**config.mk**
```make
export PLATFORM = sky130hd
export DESIGN_NAME = sram_controller
export DESIGN_NICKNAME = d
export VERILOG_FILES = /design/src/verilog/sram_ctrl_pkg.sv /design/src/verilog/lane_packer.sv /design/src/verilog/layer_sequencer.sv /design/src/verilog/fmap_writer.sv /design/src/verilog/fmap_reader.sv /design/src/verilog/weight_loader.sv /design/src/verilog/sram_controller.sv
export VERILOG_INCLUDE_DIRS = /design/src /design/src/verilog
export SDC_FILE = /design/constraint.sdc
export NUM_CORES = 1
export LEC_CHECK = 0
export ABC_AREA = 1
export BUFFER_PORTS_ARGS = -buffer_cell sky130_fd_sc_hd__clkbuf_2
export CAP_MARGIN = 30
export CELL_PAD_IN_SITES_DETAIL_PLACEMENT = 0
export CELL_PAD_IN_SITES_GLOBAL_PLACEMENT = 1
export CORE_AREA = 2 2 205 207
export DETAILED_ROUTE_END_ITERATION = 10
export DIE_AREA = 0 0 207 209
export PLACE_DENSITY_LB_ADDON = 0.1
export SKIP_LAST_GASP = 1
export SYNTH_ARGS = -nofsm -noshare
export SYNTH_HDL_FRONTEND = slang
export SYNTH_HIERARCHICAL = 1
export SYNTH_SLANG_ARGS = --single-unit
```
**constraint.sdc**
```tcl
create_clock -name clk -period 33.4 [get_ports clk]
set_input_delay 6.68 -clock clk [delete_from_list [all_inputs] [get_ports clk]]
set_output_delay 6.68 -clock clk [all_outputs]
set_load 0.03 [all_outputs]
```
**src/verilog/sram_ctrl_params.svh**
```systemverilog
`ifndef SRAM_CTRL_PARAMS_SVH
`define SRAM_CTRL_PARAMS_SVH

// ====================
// First-layer feature map
// ====================
// Columns per map row
`define FMAP_COLS 6
`define FMAP_ROWS 4
// Channels carried side by side in every SRAM word
`define NUM_CH 4

// ====================
// Weights and SRAM addressing
// ====================
// Filters loaded before weights count as ready
`define NUM_FILT 4
`define FADDR_W 11
`define WADDR_W 5

`endif

```
**src/verilog/sram_ctrl_pkg.sv**
```systemverilog
package sram_ctrl_pkg;

	// ====================
	// Control encodings
	// ====================
	// Layer sequencer phase
	typedef enum logic [1:0] {
		PH_IDLE,
		PH_LOAD,
		PH_LOAD_READ,
		PH_READ
	} phase_t;

	// Code to the downstream data-process block
	typedef enum logic [2:0] {
		DP_IDLE       = 3'd0,
		DP_THREE_ZERO = 3'd1,
		DP_PAD_FWD    = 3'd2,
		DP_PAD_BWD    = 3'd3,
		DP_ONE_ZERO   = 3'd4,
		DP_FRONT      = 3'd5,
		DP_BACK       = 3'd6
	} dproc_t;

	// ====================
	// Payload types
	// ====================
	typedef logic [7:0] pixel_t;
	// Even pixel in the upper byte
	typedef logic [15:0] fword_t;
	typedef logic [23:0] wslice_t;
	// Three slices, first one on top
	typedef logic [71:0] wword_t;

endpackage

```
**src/verilog/lane_packer.sv**
```systemverilog
`timescale 1ns/1ps
`include "sram_ctrl_params.svh"

module lane_packer #(
	parameter type slice_t = logic [7:0],
	parameter type word_t  = logic [15:0],
	parameter int  SLICES  = 2
) (
	input  logic                 clk,
	input  logic                 rst_n,
	input  logic                 load,
	input  logic                 clear,
	input  slice_t [`NUM_CH-1:0] slices_in,
	output word_t  [`NUM_CH-1:0] words_out,
	output logic                 full
);

	localparam int CNT_W = (SLICES > 1) ? $clog2(SLICES) : 1;

	// Slices already taken into the current word
	logic [CNT_W-1:0] cnt;
	// Older slices of the word being built
	word_t [`NUM_CH-1:0] held;

	// ====================
	// Slice count
	// ====================
	// Last slice of a word arrives this cycle
	assign full = load && (cnt == CNT_W'(SLICES - 1));

	always_ff @(posedge clk or negedge rst_n) begin
		if (!rst_n) begin
			cnt <= '0;
		end else if (clear) begin
			cnt <= '0;
		end else if (load) begin
			cnt <= full ? '0 : cnt + 1'b1;
		end
	end

	// ====================
	// Per-channel shift
	// ====================
	// New slice enters at the bottom, top bits fall off
	always_comb begin
		for (int c = 0; c < `NUM_CH; c++) begin
			words_out[c] = word_t'({held[c], slices_in[c]});
		end
	end

	always_ff @(posedge clk) begin
		if (load) begin
			held <= words_out;
		end
	end

endmodule

```
**src/verilog/layer_sequencer.sv**
```systemverilog
`timescale 1ns/1ps

module layer_sequencer (
	input  logic clk,
	input  logic rst_n,
	input  logic start,
	input  logic pair_seen,
	input  logic load_done,
	output logic load_en,
	output logic read_en
);

	import sram_ctrl_pkg::*;

	phase_t phase;
	phase_t phase_nxt;

	// ====================
	// Phase transitions
	// ====================
	always_comb begin
		phase_nxt = phase;
		case (phase)
			PH_IDLE: begin
				phase_nxt = PH_LOAD;
			end
			PH_LOAD: begin
				// Two rows nearly in, reading may overlap loading
				if (pair_seen) begin
					phase_nxt = PH_LOAD_READ;
				end
			end
			PH_LOAD_READ: begin
				if (load_done) begin
					phase_nxt = PH_READ;
				end
			end
			default: begin
				phase_nxt = PH_READ;
			end
		endcase
	end

	// Start low forces idle on the next edge
	always_ff @(posedge clk or negedge rst_n) begin
		if (!rst_n) begin
			phase <= PH_IDLE;
		end else if (!start) begin
			phase <= PH_IDLE;
		end else begin
			phase <= phase_nxt;
		end
	end

	// ====================
	// Enable decode
	// ====================
	assign load_en = (phase == PH_LOAD) || (phase == PH_LOAD_READ);
	assign read_en = (phase == PH_LOAD_READ) || (phase == PH_READ);

endmodule

```
**src/verilog/fmap_writer.sv**
```systemverilog
`timescale 1ns/1ps
`include "sram_ctrl_params.svh"

module fmap_writer (
	input  logic                                 clk,
	input  logic                                 rst_n,
	input  logic                                 load_en,
	input  sram_ctrl_pkg::pixel_t [`NUM_CH-1:0]  data_in,
	output logic                                 cena_1,
	output logic                                 wena_1,
	output logic [`FADDR_W-1:0]                  aa_1,
	output sram_ctrl_pkg::fword_t [`NUM_CH-1:0]  da_1,
	output logic                                 pair_seen,
	output logic                                 load_done
);

	import sram_ctrl_pkg::*;

	localparam int NUM_PIX = `FMAP_ROWS * `FMAP_COLS;
	localparam int PIX_W = $clog2(NUM_PIX + 1);

	// Pixels consumed since loading began
	logic [PIX_W-1:0] pix_cnt;
	logic [`FADDR_W-1:0] addr;
	// Odd pixel of a pair present this cycle
	logic pair_full;

	// ====================
	// Pixel pairing
	// ====================
	lane_packer #(
		.slice_t(pixel_t),
		.word_t (fword_t),
		.SLICES (2)
	) u_pair_pack (
		.clk      (clk),
		.rst_n    (rst_n),
		.load     (load_en),
		.clear    (!load_en),
		.slices_in(data_in),
		.words_out(da_1),
		.full     (pair_full)
	);

	// ====================
	// Port A write
	// ====================
	// One write per pair, in the cycle of its odd pixel
	assign cena_1 = !pair_full;
	assign wena_1 = !pair_full;
	assign aa_1   = addr;

	always_ff @(posedge clk or negedge rst_n) begin
		if (!rst_n) begin
			addr    <= '0;
			pix_cnt <= '0;
		end else if (!load_en) begin
			addr    <= '0;
			pix_cnt <= '0;
		end else begin
			pix_cnt <= pix_cnt + 1'b1;
			if (pair_full) begin
				addr <= addr + 1'b1;
			end
		end
	end

	// Progress pulses back to the sequencer
	assign pair_seen = load_en && (pix_cnt == PIX_W'(2 * `FMAP_COLS - 2));
	assign load_done = load_en && (pix_cnt == PIX_W'(NUM_PIX - 1));

endmodule

```
**src/verilog/fmap_reader.sv**
```systemverilog
`timescale 1ns/1ps
`include "sram_ctrl_params.svh"

module fmap_reader (
	input  logic                  clk,
	input  logic                  rst_n,
	input  logic                  read_en,
	output logic                  cenb_1,
	output logic [`FADDR_W-1:0]   ab_1,
	output sram_ctrl_pkg::dproc_t data_process,
	output logic                  ccm_en,
	output logic                  ccm_en_cnt
);

	import sram_ctrl_pkg::*;

	localparam int COL_W = $clog2(`FMAP_COLS + 1);
	localparam logic [COL_W-1:0] LAST_COL = `FMAP_COLS;
	// Compute module starts counting three columns in
	localparam logic [COL_W-1:0] CNT_START_COL = 3;
	localparam logic [`FADDR_W-1:0] LAST_WORD = `FMAP_ROWS * `FMAP_COLS / 2 - 1;

	// Serpentine walk, B for backward rows and F for forward rows
	typedef enum logic [3:0] {
		S_IDLE,
		S_ZERO3,
		S_HEAD,
		S_TURN_B,
		S_B_FRONT,
		S_B_BACK,
		S_TURN,
		S_TURN_F,
		S_F_FRONT,
		S_F_BACK
	} rd_state_t;

	rd_state_t state;
	rd_state_t state_nxt;
	logic [COL_W-1:0] col;
	logic [COL_W-1:0] col_nxt;
	logic [`FADDR_W-1:0] addr;
	logic step;
	dproc_t code;

	// ====================
	// Walk decode
	// ====================
	always_comb begin
		state_nxt = state;
		col_nxt   = col;
		step      = 1'b0;
		code      = DP_IDLE;
		case (state)
			S_ZERO3: begin
				code      = DP_THREE_ZERO;
				state_nxt = (col == LAST_COL) ? S_TURN_B : S_HEAD;
			end
			S_HEAD: begin
				code      = DP_PAD_FWD;
				col_nxt   = col + 1'b1;
				// Word 0 is read twice, first time behind the zeros
				step      = (col != '0);
				state_nxt = (col_nxt == LAST_COL) ? S_ZERO3 : S_HEAD;
			end
			S_TURN_B: begin
				code      = DP_PAD_BWD;
				col_nxt   = LAST_COL;
				step      = 1'b1;
				state_nxt = S_B_FRONT;
			end
			S_B_FRONT: begin
				code      = DP_FRONT;
				col_nxt   = (col == LAST_COL) ? col - 2'd2 : col - 1'b1;
				step      = 1'b1;
				state_nxt = S_B_BACK;
			end
			S_B_BACK: begin
				code      = DP_BACK;
				col_nxt   = col - 1'b1;
				state_nxt = (col_nxt == COL_W'(1)) ? S_TURN : S_B_FRONT;
			end
			S_TURN: begin
				code = DP_ONE_ZERO;
				// Last word done, park until the next layer
				if (addr == LAST_WORD) begin
					state_nxt = S_IDLE;
				end else begin
					state_nxt = (col == COL_W'(1)) ? S_TURN_F : S_TURN_B;
				end
			end
			S_TURN_F: begin
				code      = DP_PAD_FWD;
				col_nxt   = COL_W'(1);
				step      = 1'b1;
				state_nxt = S_F_FRONT;
			end
			S_F_FRONT: begin
				code      = DP_FRONT;
				col_nxt   = (col == COL_W'(1)) ? col + 2'd2 : col + 1'b1;
				step      = 1'b1;
				state_nxt = S_F_BACK;
			end
			S_F_BACK: begin
				code      = DP_BACK;
				col_nxt   = col + 1'b1;
				state_nxt = (col_nxt == LAST_COL) ? S_TURN : S_F_FRONT;
			end
			default: begin
				state_nxt = S_IDLE;
			end
		endcase
		if (!read_en) begin
			code = DP_IDLE;
		end
	end

	// ====================
	// Port B strobe and address
	// ====================
	assign cenb_1 = !(read_en && (state != S_IDLE));
	assign ab_1   = step ? addr + 1'b1 : addr;

	always_ff @(posedge clk or negedge rst_n) begin
		if (!rst_n) begin
			state <= S_ZERO3;
			col   <= '0;
			addr  <= '0;
		end else if (!read_en) begin
			state <= S_ZERO3;
			col   <= '0;
			addr  <= '0;
		end else begin
			state <= state_nxt;
			col   <= col_nxt;
			addr  <= ab_1;
		end
	end

	// ====================
	// Downstream controls
	// ====================
	// Code lines up with the SRAM read data
	always_ff @(posedge clk or negedge rst_n) begin
		if (!rst_n) begin
			data_process <= DP_IDLE;
		end else begin
			data_process <= code;
		end
	end

	// Both enables are sticky until reset
	always_ff @(posedge clk or negedge rst_n) begin
		if (!rst_n) begin
			ccm_en     <= 1'b0;
			ccm_en_cnt <= 1'b0;
		end else begin
			if (!cenb_1) begin
				ccm_en <= 1'b1;
			end
			if (read_en && (state == S_HEAD) && (col_nxt == CNT_START_COL)) begin
				ccm_en_cnt <= 1'b1;
			end
		end
	end

endmodule

```
**src/verilog/weight_loader.sv**
```systemverilog
`timescale 1ns/1ps
`include "sram_ctrl_params.svh"

module weight_loader (
	input  logic                                  clk,
	input  logic                                  rst_n,
	input  logic                                  load_en,
	input  sram_ctrl_pkg::wslice_t [`NUM_CH-1:0]  weight_in,
	output logic                                  cen_w,
	output logic                                  wen_w,
	output logic [`WADDR_W-1:0]                   a_w,
	output sram_ctrl_pkg::wword_t [`NUM_CH-1:0]   d_w,
	output logic                                  weight_en
);

	import sram_ctrl_pkg::*;

	localparam int FILT_W = $clog2(`NUM_FILT + 1);
	localparam int AW = `WADDR_W;

	// Filters already written, also the next word address
	logic [FILT_W-1:0] filt_cnt;
	// Slices accepted only until all filters are in
	logic packing;
	logic filt_full;

	assign packing = load_en && !weight_en;

	// ====================
	// Slice packing
	// ====================
	lane_packer #(
		.slice_t(wslice_t),
		.word_t (wword_t),
		.SLICES (3)
	) u_filt_pack (
		.clk      (clk),
		.rst_n    (rst_n),
		.load     (packing),
		.clear    (!load_en),
		.slices_in(weight_in),
		.words_out(d_w),
		.full     (filt_full)
	);

	// ====================
	// Weight SRAM write
	// ====================
	// Third slice of a filter writes the whole word
	assign cen_w = !filt_full;
	assign wen_w = !filt_full;
	assign a_w   = AW'(filt_cnt);

	// Kept across phases so the ready flag holds
	always_ff @(posedge clk or negedge rst_n) begin
		if (!rst_n) begin
			filt_cnt <= '0;
		end else if (filt_full) begin
			filt_cnt <= filt_cnt + 1'b1;
		end
	end

	// All filters stored
	assign weight_en = (filt_cnt == FILT_W'(`NUM_FILT));

endmodule

```
**src/verilog/sram_controller.sv**
```systemverilog
`timescale 1ns/1ps
`include "sram_ctrl_params.svh"

module sram_controller (
	input  logic                                  clk,
	input  logic                                  rst_n,
	input  logic                                  start,
	input  sram_ctrl_pkg::pixel_t  [`NUM_CH-1:0]  data_in,
	input  sram_ctrl_pkg::wslice_t [`NUM_CH-1:0]  weight_in,
	// ====================
	// Feature SRAM port A
	// ====================
	output logic                                  cena_1,
	output logic                                  wena_1,
	output logic [`FADDR_W-1:0]                   aa_1,
	output sram_ctrl_pkg::fword_t  [`NUM_CH-1:0]  da_1,
	// Port B, read only
	output logic                                  cenb_1,
	output logic [`FADDR_W-1:0]                   ab_1,
	// ====================
	// Weight SRAM
	// ====================
	output logic                                  cen_w,
	output logic                                  wen_w,
	output logic [`WADDR_W-1:0]                   a_w,
	output sram_ctrl_pkg::wword_t  [`NUM_CH-1:0]  d_w,
	// Downstream data-process and compute controls
	output sram_ctrl_pkg::dproc_t                 data_process,
	output logic                                  ccm_en,
	output logic                                  ccm_en_cnt,
	output logic                                  weight_en
);

	// Phase enables and writer progress
	logic load_en;
	logic read_en;
	logic pair_seen;
	logic load_done;

	layer_sequencer u_seq (.*);

	fmap_writer u_writer (.*);

	fmap_reader u_reader (.*);

	weight_loader u_wload (.*);

endmodule

```
* Yosys cells after proc, flatten, opt, wreduce, memory -nomap -nowiden *
Cells that the tools add are included.

cells by class
  reduce and logical (&&, ||, !) cells = 23
  muxes and demuxes = 29
  equality and inequality tests = 26
  $add $sub $neg = 10

operators with widths
  cell                                                                     number
  11-bit two-way mux                                                       4
  3-bit case mux with 6 select lines                                       2
  4-bit case mux with 9 select lines                                       1
  11-bit by 1-bit adder with 11-bit output (second input constant)         2
  4-bit by 3-bit equality test with 1-bit output (second input constant)   4
  2-bit two-way mux                                                        8
  3-bit two-way mux                                                        5
  4-bit two-way mux                                                        3
  11-bit by 4-bit equality test with 1-bit output (second input constant)  1
  3-bit equality test (second input constant)                              3
  4-bit by 2-bit equality test with 1-bit output (second input constant)   2
  4-bit equality test (second input constant)                              2
  1-bit logical AND                                                        8
  2-bit OR reduction                                                       4
  3-bit by 1-bit adder with 3-bit output (second input constant)           2
  2-bit equality test (second input constant)                              3
  3-bit by 1-bit equality test with 1-bit output (second input constant)   2
  3-bit != test (second input constant)                                    2
  2-bit case mux with 3 select lines                                       1
  5-bit by 1-bit adder with 5-bit output (second input constant)           1
  5-bit by 4-bit equality test with 1-bit output (second input constant)   1
  5-bit equality test (second input constant)                              1
  5-bit two-way mux                                                        1
  4-bit by 1-bit equality test with 1-bit output (second input constant)   1
  other kinds (17)                                                         24

storage, ports and cells
  logic and storage cells = 108
  output and inout bits = 390
  input bits = 131
  bits in registers = 271

* Longest topological paths before layout *
Gate-level depths: netlist of the first run.

  depth after elaboration = 7
  gate-level depth with buffers = 12
  depth with buffers taken out = 12

* By module *
Netlist of the first run, hierarchy kept.

by module, submodules not included
  module                              cells an instance  area each (µm²)  seq. area each (µm²)  times used
  lane_packer (u_wload.u_filt_pack)   304                6591.3           5815.6                1
  fmap_reader                         243                1734.2           576.8                 1
  lane_packer (u_writer.u_pair_pack)  71                 1251.2           985.9                 1
  fmap_writer                         108                850.8            400.4                 1
  weight_loader                       25                 193.9            75.1                  1
  layer_sequencer                     23                 171.4            50.0                  1

* Worst setup path after synthesis of the first run *
OpenSTA, ideal clock, no wires.

  path type = register to output
  start point = reg u_seq.phase[0]
  end point = out wen_w
  data required time = 26720 ps
  data arrival time = 10953 ps
  path buffers = 1
  stages on the path, launching flop included = 9
  slack = 15767 ps
  path through = dfrtp_1 > inv_1 > ha_1 > inv_1 > nor2_1 > nand2_1 > nor2_1 > inv_1 > buf_4

on the way
  longest elaborated chain between the ends = 5
  elaborated cells between the ends (all ways) = 6
  classes of those cells = eq/ne (2); reduce/logical (4)

RTL lines
  what                                                                                          line                   RTL
  from (decl)                                                                                   layer_sequencer.sv:15  phase_t phase;
  from (signal assigned)                                                                        layer_sequencer.sv:51  phase <= phase_nxt;
  2-bit by 1-bit equality test with 1-bit output / 2-bit equality test (equally long branches)  layer_sequencer.sv:58  assign load_en = (phase == PH_LOAD) || (phase == PH_LOAD_READ);
  1-bit logical OR (*)                                                                          layer_sequencer.sv:58
  via load_en                                                                                   sram_controller.sv:35  logic load_en;
  1-bit logical AND (*)                                                                         weight_loader.sv:27    assign packing = load_en && !weight_en;
  via u_wload.packing                                                                           weight_loader.sv:24    logic packing;
  1-bit logical AND (*)                                                                         lane_packer.sv:29      assign full = load && (cnt == CNT_W'(SLICES - 1));
  via u_wload.filt_full                                                                         weight_loader.sv:25    logic filt_full;
  1-bit zero test (*)                                                                           n/a
  to (decl)                                                                                     sram_controller.sv:24  output logic wen_w,

The timed path passes the listed nets; every way through them passes the cells marked *.

* Worst setup path in the final report of the first run *
  start point = in weight_in[12] (netlist name)
  end point = out d_w[12] (netlist name)

RTL lines
  what         line                   RTL
  from (decl)  sram_controller.sv:9   input sram_ctrl_pkg::wslice_t [`NUM_CH-1:0] weight_in,
  to (decl)    sram_controller.sv:26  output sram_ctrl_pkg::wword_t [`NUM_CH-1:0] d_w,

No word-level cell between the ends.

==> impl_metrics.csv, run 1 <==
group,metric,value,unit
timing,finalHoldViolCount,0,
timing,fmax,72.3,MHz
clocking,cts_hold_buf,0,
drt,first_pass_iters,6,
setup_path,cpPeakStageDelay,0.26,ns
clocking,clk_pin_slew,0.05,ns
setup_path,crit_type,"in2out",
setup_path,ff2ff_setup_slack,28.95,ns
timing,holdWs,0.439,ns
run,max-cap-violations,0,
clocking,numCtsBuffers,34,
setup_path,start_kind,"input pin",
global_route,grt_max_degree,70,
layout,syn_to_final_growth,30.7,%
layout,final_nets,1347,
clocking,worstSkewPairLatency,0.53,ns
global_route,grt_pass1_wl,48.9,mm
clocking,cts_buffer_depth,3,
timing,finalCritPeriodShare,41.4,%
timing,setup_viol,0,
clocking,post_cts_resized,0,
global_route,grt_overflow,0,
timing,setup_tns,0,ns
floorplan,core-area,41300,um^2
setup_path,critical_path.slowest_cell,"clkbuf_2",
clocking,cts-root-buf,"clkbuf_16",
setup_path,crit_family,"buffers and inverters",
outcome,status,"finished, final reports clean",
placed_design,dpl.hpwl,27.8,mm
hold_path,hold_path_class,"reg2reg",
layout,final_cell_mix,"clkbuf_2 (518), edfxtp_1 (224), nand2_1 (103), inv_1 (63), nor2_1 (51)",
floorplan,num_rows,75,
clocking,post_cts_buffers,0,
hold_path,worstHoldEndpoint,"u_wload/u_filt_pack/words_out[127]",
timing,rsz0062_at_grt,"no",
setup_path,end_kind,"output port",
setup_path,reg2reg_to,"u_wload/u_filt_pack/words_out[262]",
logic_synthesis,ys_seq_elements,271,
floorplan,fp.dieW,207,um
timing,worst-slew-pin-transition,0.905,ns
logic_synthesis,ys_warn_count,6,
setup_path,reg2reg_from,"u_seq/phase[0]",
layout,multi_input_area,1610,um^2
floorplan,initial_core_util,26.1,%
power_and_ir_drop,p_per_area,121,nW/um^2
floorplan,ios,521,
timing,finalClockSkew,0.0158,ns
drt,via_per_inst,3.97,
timing,slew-limit-headroom,39.6,%
global_route,antenna_found_initial,0,
clocking,cts-htree-levels,2,
setup_path,critPathMaxFanout,2,
drt,wl_per_cell,19.7,um
logic_synthesis,yosys.cell_types.count,37,
drt,wl,34.8,mm
layout,layout.cells.most_common,"clkbuf_2",
timing,min_period,13.83,ns
layout,diodes,0,
global_route,grt_pass1_vias,6773,
clocking,cts_sinks,271,
setup_path,worst_ep_required_time,26.72,ns
drt,num_vias,7002,
logic_synthesis,synth.avg_cell_area,13.9,um^2
hold_path,min-delay-start,"u_wload/u_filt_pack/words_out[103]",
logic_synthesis,synthCells,774,
setup_path,cp_cell_sequence,"clkbuf_2 > clkbuf_2",
power_and_ir_drop,cellLeakagePower,0.00642,uW
placed_design,port_buffers,518,
logic_synthesis,yosysSeqAreaShare,73.2,%
drt,drt-initial-drc-count,337,
placed_design,gp_congestion,0.785,
floorplan,fp.dieH,209,um
hold_path,whs_path_depth,0,
setup_path,path_common_cell,"clkbuf_2",
floorplan,design.die.area,43300,um^2
logic_synthesis,synthesis.area,10800,um^2
drt,detail-route-antenna-nets,0,
setup_path,ff2ff_path_depth,8,
drt,drc,0,
layout,fill_cells,4197,
layout,final_layout_size_suffix_gt1_share,49.5,%
setup_path,crit_buf_inv,2,
power_and_ir_drop,peakVddDrop,49.9,uV
layout,seqCellArea,7900,um^2
timing,slew_viol_final,0,
setup_path,critPathArrivalTime,7.15,ns
global_route,track_usage,15.6,%
clocking,cts_tree,"built",
[sequential cells by signal, summed over array words and instances (netlist names)]
| register | count |
|---|---|
| u_writer/u_pair_pack/words_out | 32 |
| u_wload/u_filt_pack/cnt | 2 |
| u_writer/aa_1 | 11 |
| u_seq/phase | 2 |
| u_writer/u_pair_pack/cnt | 1 |
| u_reader/ccm_en | 1 |
| u_wload/filt_cnt | 3 |
| u_reader/addr | 11 |
| u_wload/u_filt_pack/words_out | 192 |
| u_reader/ccm_en_cnt | 1 |
| u_writer/pix_cnt | 5 |
| u_reader/col | 3 |
| u_reader/data_process | 3 |
| u_reader/state | 4 |
[synth_stat cells, drive strengths merged]
| master | n | area share (%) |
|---|---|---|
| conb | 1 | 0.035 |
| inv | 72 | 2.5 |
| nand3 | 37 | 1.9 |
| nor2 | 62 | 2.5 |
| or2 | 4 | 0.23 |
| ha | 17 | 2.0 |
| a41oi | 1 | 0.081 |
| o31ai | 1 | 0.070 |
| nand2 | 110 | 4.1 |
| clkinv | 1 | 0.035 |
| xor2 | 10 | 1.2 |
| nand3b | 2 | 0.14 |
| buf | 134 | 9.4 |
| o21bai | 1 | 0.070 |
| and2 | 1 | 0.058 |
| edfxtp | 224 | 62 |
| dfstp | 1 | 0.24 |
| xnor2 | 1 | 0.081 |
| dfrtp | 46 | 11 |
| clkbuf | 1 | 0.035 |
| nand4 | 8 | 0.46 |
| nor4 | 1 | 0.058 |
| o21ai | 13 | 0.60 |
| a31oi | 2 | 0.12 |
| nor3 | 10 | 0.46 |
| a21oi | 13 | 0.60 |
[worst max-delay path by stage]
stage,endpoint,startpoint,depth (start not counted)
global placement,d_w[12],weight_in[12],2
detailed placement,d_w[12],weight_in[12],2
floorplan,wen_w,u_seq/phase[0],8
finish,d_w[12],weight_in[12],2
CTS,d_w[12],weight_in[12],2
global route,d_w[12],weight_in[12],2
[layer usage]
| metal | up-vias | global-route usage, % | share of wire, % |
|---|---|---|---|
| met5 | - | 0 | 0 |
| met1 | 3337 | 18.4 | 39 |
| met2 | 259 | 26.8 | 51 |
| met3 | 45 | 5.08 | 7.7 |
| met4 | 0 | 5.37 | 2.2 |
| li1 | 3361 | - | - |
[stage by stage]
step                cell area, um^2  power, uW  cells  setup slack (ns)  utilization, %
finish                        14100       1710   1762             19.57            34.2
global placement              13100       1400   1702             19.53            31.7
detailed placement            13100       1400   1702             19.53            31.7
global route                  14100       1800   1762             19.53            34.2
floorplan                     10800       1190    775             15.77               -
CTS                           14100       1740   1762             19.53            34.2
[cells by family (layout without fill, tap and decap cells)]
logic type | after synthesis | in the layout | share of synthesized area [%]
flip-flops | 271 | 271 | 73.2
AND/OR/NAND/NOR | 235 | 235 | 9.99
buffers and inverters | 208 | 656 | 12.0
AO/OA/AOI/OAI | 31 | 31 | 1.54
adder cells (fa/ha/maj) | 17 | 17 | 1.97
XOR/XNOR | 11 | 11 | 1.24
other | 1 | 2 | 0.0347
[cell type report]
class | instances | share of cell area, %
tap | 539 | 4.78
timing repair buffer | 523 | 18.6
inverter | 73 | 1.94
multi-input combinational | 296 | 11.4
clock inverter | 12 | 0.523
sequential | 271 | 56.0
clock buffer | 48 | 6.70
[power by group]
group | internal, uW | total (uW) | switching, uW
Sequential | 604 | 671 | 67.2
Combinational | 134 | 708 | 574
Clock | 197 | 335 | 137
No activity file was read; power rests on OpenSTA's default activity.
==> inputs of run 2 (changes only) <==
--- a/config.mk
+++ b/config.mk
@@ -6,14 +6,14 @@
 export SDC_FILE = /design/constraint.sdc
 export NUM_CORES = 1
 export LEC_CHECK = 0
-export ABC_AREA = 1
+export ABC_AREA = 0
 export BUFFER_PORTS_ARGS = -buffer_cell sky130_fd_sc_hd__clkbuf_2
 export CAP_MARGIN = 30
 export CELL_PAD_IN_SITES_DETAIL_PLACEMENT = 0
 export CELL_PAD_IN_SITES_GLOBAL_PLACEMENT = 1
-export CORE_AREA = 2 2 205 207
+export CORE_AREA = 2 2 204 206
 export DETAILED_ROUTE_END_ITERATION = 10
-export DIE_AREA = 0 0 207 209
+export DIE_AREA = 0 0 206 208
 export PLACE_DENSITY_LB_ADDON = 0.1
 export SKIP_LAST_GASP = 1
 export SYNTH_ARGS = -nofsm -noshare
==> constraint.sdc (replaced) <==
create_clock -name clk -period 14.4 [get_ports clk]
set_input_delay 2.88 -clock clk [delete_from_list [all_inputs] [get_ports clk]]
set_output_delay 2.88 -clock clk [all_outputs]
set_load 0.03 [all_outputs]
==> impl_metrics.csv, run 2 <==
group,metric,value,unit
floorplan,fp.dieH,208,um
global_route,grt_pass1_wl,46.9,mm
setup_path,critPathMaxFanout,19,
drt,num_vias,6837,
logic_synthesis,ys_warn_count,6,
timing,rsz0062_at_grt,"no",
timing,fmax,160,MHz
layout,multi_input_area,1710,um^2
timing,min_period,6.24,ns
clocking,cts-htree-levels,2,
timing,finalCritPeriodShare,43.3,%
power_and_ir_drop,cellLeakagePower,0.00617,uW
global_route,grt_pass1_vias,6535,
layout,layout.cells.most_common,"clkbuf_2",
drt,via_per_inst,4.12,
logic_synthesis,ys_seq_elements,271,
clocking,worstSkewPairLatency,0.54,ns
drt,wl_per_cell,20.6,um
setup_path,crit_type,"reg2out",
layout,largest_reg_flops,192,
timing,finalClockSkew,0.0152,ns
setup_path,worst_ep_required_time,11.52,ns
global_route,grt_max_degree,178,
timing,setup_tns,0,ns
setup_path,ff2ff_setup_slack,11.01,ns
drt,wl,34.2,mm
global_route,antenna_found_initial,2,
outcome,status,"finished, final reports clean",
setup_path,ff2ff_path_depth,6,
floorplan,ios,521,
logic_synthesis,synth.avg_cell_area,15.5,um^2
clocking,cts_tree,"built",
setup_path,start_kind,"flip-flop",
drt,drt-initial-drc-count,420,
power_and_ir_drop,p_seq_share,39.2,%
floorplan,fp.dieW,206,um
timing,slew_viol_final,0,
global_route,grt_overflow,0,
logic_synthesis,ys.flop_type,"edfxtp_1",
timing,setup_ws,8.16,ns
clocking,clk_pin_slew,0.06,ns
layout,syn_to_final_growth,30.4,%
layout,seqCellArea,7900,um^2
logic_synthesis,synthCells,692,
logic_synthesis,synth_edf_count,224,
logic_synthesis,synth_top_cell_by_area,"edfxtp_1",
timing,setup_viol,0,
logic_synthesis,synthesis.area,10800,um^2
logic_synthesis,yosysSeqAreaShare,73.5,%
placed_design,gp_congestion,0.788,
timing,worst-slew-pin-transition,1.11,ns
layout,final_layout_size_suffix_gt1_share,51.2,%
clocking,numCtsBuffers,34,
placed_design,port_buffers,518,
layout,final_nets,1251,
drt,drc,0,
power_and_ir_drop,total_power,4060,uW
power_and_ir_drop,p_per_area,289,nW/um^2
floorplan,num_rows,74,
placed_design,dpl.hpwl,26.5,mm
clocking,cts-root-buf,"clkbuf_16",
drt,first_pass_iters,4,
logic_synthesis,yosys.cell_types.count,64,
power_and_ir_drop,share_comb_of_total_power,41.1,%
clocking,cts_sinks,271,
logic_synthesis,synth.top_cell.area_share,62.5,%
power_and_ir_drop,peakVddDrop,212,uV
placed_design,pre_cts_slack,8.15,ns
power_and_ir_drop,switching_share,45.3,%
layout,fill_cells,4094,
setup_path,critPathArrivalTime,3.36,ns
clocking,cts_buffer_depth,3,
power_and_ir_drop,power_switching,1840,uW
run,max-cap-violations,0,
clocking,post_cts_resized,0,
logic_synthesis,ys_top_cells_by_area,"edfxtp_1 (63%), dfrtp_1 (11%), buf_4 (9.3%), ha_1 (2.0%), nand2_1 (1.0%)",
hold_path,hold_path_class,"reg2reg",
drt,detail-route-antenna-nets,0,
timing,finalHoldViolCount,0,
floorplan,design.die.area,42800,um^2
floorplan,initial_core_util,26.5,%
timing,slew-limit-headroom,26.0,%
power_and_ir_drop,intPower,2220,uW
logic_synthesis,yosysMostFrequentCell,"edfxtp_1",
logic_synthesis,ys_async_sr_fraction,17.3,%
layout,final_cell_mix,"clkbuf_2 (518), edfxtp_1 (224), dfrtp_1 (46), clkbuf_16 (35), nand2_1 (29)",
clocking,post_cts_buffers,0,
power_and_ir_drop,clkPwrFrac,19.7,%
global_route,track_usage,15.2,%
setup_path,end_kind,"output port",
floorplan,core-area,40600,um^2
logic_synthesis,synthTopCellsByCount,"edfxtp_1 (224), buf_4 (134), dfrtp_1 (46)",
clocking,cts_hold_buf,0,
hold_path,whs_path_depth,0,
## run 2: kinds of logic after synthesis
group | count (synthesis) | share of synthesized area, %
mux | 10 | 0.942
flops | 271 | 73.5
buf+inv | 169 | 10.7
xor+xnor | 17 | 1.38
fa+ha+maj | 17 | 1.98
compound gates | 72 | 4.44
other cells | 1 | 0.0349
simple gates | 135 | 7.05
## run 2: path summary, 6_finish.rpt
check                                                     endpoint                                from
worst max-delay path                                       ab_1[8]                   u_reader/state[1]
worst min-delay path            u_wload/u_filt_pack/words_out[193]  u_wload/u_filt_pack/words_out[169]
worst max register to register  u_wload/u_filt_pack/words_out[265]                      u_seq/phase[1]
worst min register to register  u_wload/u_filt_pack/words_out[193]  u_wload/u_filt_pack/words_out[169]
max in group asynchronous                 u_reader/data_process[1]                               rst_n
min in group asynchronous                         u_writer/aa_1[4]                               rst_n
## run 2: cell type report
| cell class | instances | area share [%] |
|---|---|---|
| well taps | 532 | 4.74 |
| clock buffers | 45 | 6.51 |
| clock inverters | 15 | 0.829 |
| flip-flops and latches | 271 | 56.3 |
| multi-input cells | 253 | 12.2 |
| diodes | 2 | 0.0357 |
| repair buffers | 522 | 18.8 |
| inverters | 21 | 0.562 |
## run 2: metal layers
| layer | vias up | wire (um) | global-route usage, % |
|---|---|---|---|
| met5 | - | 0 | 0 |
| met4 | 0 | 709 | 5.69 |
| met3 | 33 | 2960 | 4.48 |
| met2 | 262 | 17300 | 25.9 |
| met1 | 3323 | 13300 | 17.9 |
| li1 | 3219 | - | - |
## run 2: power groups by stage
| stage | Combinational (uW) | Sequential [uW] | Clock (uW) |
|---|---|---|---|
| after floorplan | 415 | 2410 | 0 |
| after global placement | 1720 | 1590 | 0 |
| after detailed placement | 1700 | 1610 | 0 |
| after CTS | 1710 | 1590 | 830 |
| after global routing | 1760 | 1640 | 857 |
| final | 1670 | 1590 | 798 |
## run 2: metrics by stage
step | std cells | utilization (%) | area (um^2) | hold slack (ns)
after detailed placement | 1599 | 32.0 | 13000 | 0.432
final | 1661 | 34.6 | 14000 | 0.434
after CTS | 1659 | 34.6 | 14000 | 0.430
after global routing | 1661 | 34.6 | 14000 | 0.440
after global placement | 1599 | 32.0 | 13000 | 0.430
after floorplan | 693 | - | 10800 | 0.454
## run 2: critical path, stage by stage, from the launching register on
cell and delay (ns):
dfrtp_1 0.78, and2b_2 0.31, a22oi_1 0.10, o22a_1 0.43
or4b_1 0.63, xnor2_1 0.31, clkbuf_2 0.27
==> inputs of run 3 (changes only) <==
==> constraint.sdc (replaced) <==
create_clock -name clk -period 6.4 [get_ports clk]
set_input_delay 1.28 -clock clk [delete_from_list [all_inputs] [get_ports clk]]
set_output_delay 1.28 -clock clk [all_outputs]
set_load 0.03 [all_outputs]
==> impl_metrics.csv, run 3 (synthesis gave the netlist of run 2 again) <==
group,metric,value,unit
power_and_ir_drop,peakVddDrop,285,uV
layout,final_layout_size_suffix_gt1_share,51.3,%
power_and_ir_drop,switching_share,44.9,%
clocking,cts_hold_buf,0,
setup_path,critPathArrivalTime,3.24,ns
global_route,antenna_found_initial,8,
setup_path,critPathMaxFanout,67,
floorplan,initial_core_util,26.5,%
hold_path,whs_path_depth,0,
global_route,grt_pass1_vias,6732,
timing,finalCritPeriodShare,70.7,%
setup_path,start_kind,"flip-flop",
clocking,post_cts_buffers,0,
clocking,cts_buffer_depth,3,
clocking,post_cts_resized,0,
power_and_ir_drop,p_seq_share,38.9,%
layout,largest_reg_flops,192,
setup_path,crit_family,"buffers and inverters",
setup_path,crit_buf_inv,5,
drt,wl,33.7,mm
layout,syn_to_final_growth,30.6,%
timing,setup_viol,0,
global_route,grt_max_degree,75,
timing,worst-slew-pin-transition,0.973,ns
run,max-cap-violations,0,
hold_path,hold_path_class,"reg2reg",
timing,finalClockSkew,0.0193,ns
drt,drc,0,
clocking,cts_sinks,271,
timing,slew-limit-headroom,35.1,%
drt,wl_per_cell,20.2,um
clocking,cts-root-buf,"clkbuf_16",
floorplan,num_rows,74,
global_route,track_usage,15.0,%
setup_path,cp_cell_sequence,"inv_1 > ha_4 > inv_1 > nor2_4 > buf_4 > and3b_1 > inv_1 > clkbuf_2",
power_and_ir_drop,share_comb_of_total_power,41.3,%
global_route,grt_overflow,0,
global_route,grt_pass1_wl,46.4,mm
drt,num_vias,6831,
layout,final_nets,1251,
setup_path,ff2ff_path_depth,8,
drt,drt-initial-drc-count,364,
power_and_ir_drop,total_power,9110,uW
layout,final_cell_mix,"clkbuf_2 (518), edfxtp_1 (224), dfrtp_1 (46), clkbuf_16 (34), nand2_1 (29)",
floorplan,fp.dieW,206,um
floorplan,design.die.area,42800,um^2
drt,first_pass_iters,4,
floorplan,core-area,40600,um^2
drt,via_per_inst,4.10,
setup_path,worst_ep_required_time,5.12,ns
drt,detail-route-antenna-nets,0,
clocking,cts_tree,"built",
setup_path,crit_type,"reg2out",
floorplan,fp.dieH,208,um
outcome,status,"finished, final reports clean",
setup_path,path_common_cell,"inv_1",
placed_design,gp_congestion,0.802,
placed_design,dpl.hpwl,26.3,mm
timing,setup_tns,0,ns
timing,slew_viol_final,0,
power_and_ir_drop,clkPwrFrac,19.9,%
setup_path,crit_cells,8,
clocking,clk_pin_slew,0.06,ns
power_and_ir_drop,intPower,5020,uW
timing,finalHoldViolCount,0,
clocking,cts-htree-levels,2,
clocking,worstSkewPairLatency,0.53,ns
clocking,numCtsBuffers,34,
layout,layout.cells.most_common,"clkbuf_2",
timing,min_period,4.52,ns
floorplan,ios,521,
timing,fmax,221,MHz
placed_design,port_buffers,518,
setup_path,end_kind,"output port",
setup_path,critical_path.slowest_cell,"buf_4",
layout,fill_cells,4082,
power_and_ir_drop,cellLeakagePower,0.00617,uW
setup_path,cpPeakStageDelay,0.63,ns
power_and_ir_drop,power_switching,4090,uW
power_and_ir_drop,p_per_area,648,nW/um^2
timing,rsz0062_at_grt,"no",
[run 3: power groups by stage]
stage	combinational, uW	sequential (uW)	clock, uW
3_5_place_dp	3830	3580	0
4_1_cts	3840	3550	1890
3_3_place_gp	3890	3550	0
2_1_floorplan	949	5200	0
6_report	3760	3540	1810
5_1_grt	3980	3650	1960
[run 3: path summary, 6_finish.rpt]
| check | startpoint | end | slack [ns] |
|---|---|---|---|
| setup / recovery | u_seq/phase[1] | wen_w | 1.88 |
| hold / removal | u_wload/u_filt_pack/words_out[103] | u_wload/u_filt_pack/words_out[127] | 0.44 |
| setup reg to reg | u_seq/phase[1] | u_wload/u_filt_pack/cnt[0] | 2.88 |
| hold reg to reg | u_wload/u_filt_pack/words_out[103] | u_wload/u_filt_pack/words_out[127] | 0.44 |
| max in group asynchronous | rst_n | u_reader/addr[2] | 5.09 |
| min in group asynchronous | rst_n | u_writer/aa_1[10] | 0.87 |
[run 3: cell type report]
type                       count  area, um^2  area share [%]
clock buffer                  48         913            6.50
antenna                        7        17.5           0.125
tap                          532         666            4.74
clock inverter                11         124           0.881
multi-input combinational    253        1730            12.3
inverter                      21        78.8           0.561
timing repair buffer         522        2620            18.7
sequential                   271        7900            56.2
[run 3: through the flow]
stage	setup slack [ns]	instance area [um^2]	hold slack, ns	cells	utilization, %
final	1.88	14100	0.438	1665	34.7
after global routing	1.57	14000	0.455	1664	34.6
after CTS	1.71	14000	0.440	1658	34.6
after detailed placement	2.31	13000	0.432	1599	32.0
after global placement	2.31	13000	0.429	1599	32.0
after floorplan	0.195	10800	0.454	693	-
[run 3: routing by layer]
layer | up-vias | track usage [%] | routed length (um)
li1 | 3232 | - | -
met1 | 3261 | 16.7 | 12600
met2 | 290 | 25.5 | 16800
met3 | 46 | 5.45 | 3200
met4 | 2 | 6.72 | 1050
met5 | - | 0 | 17
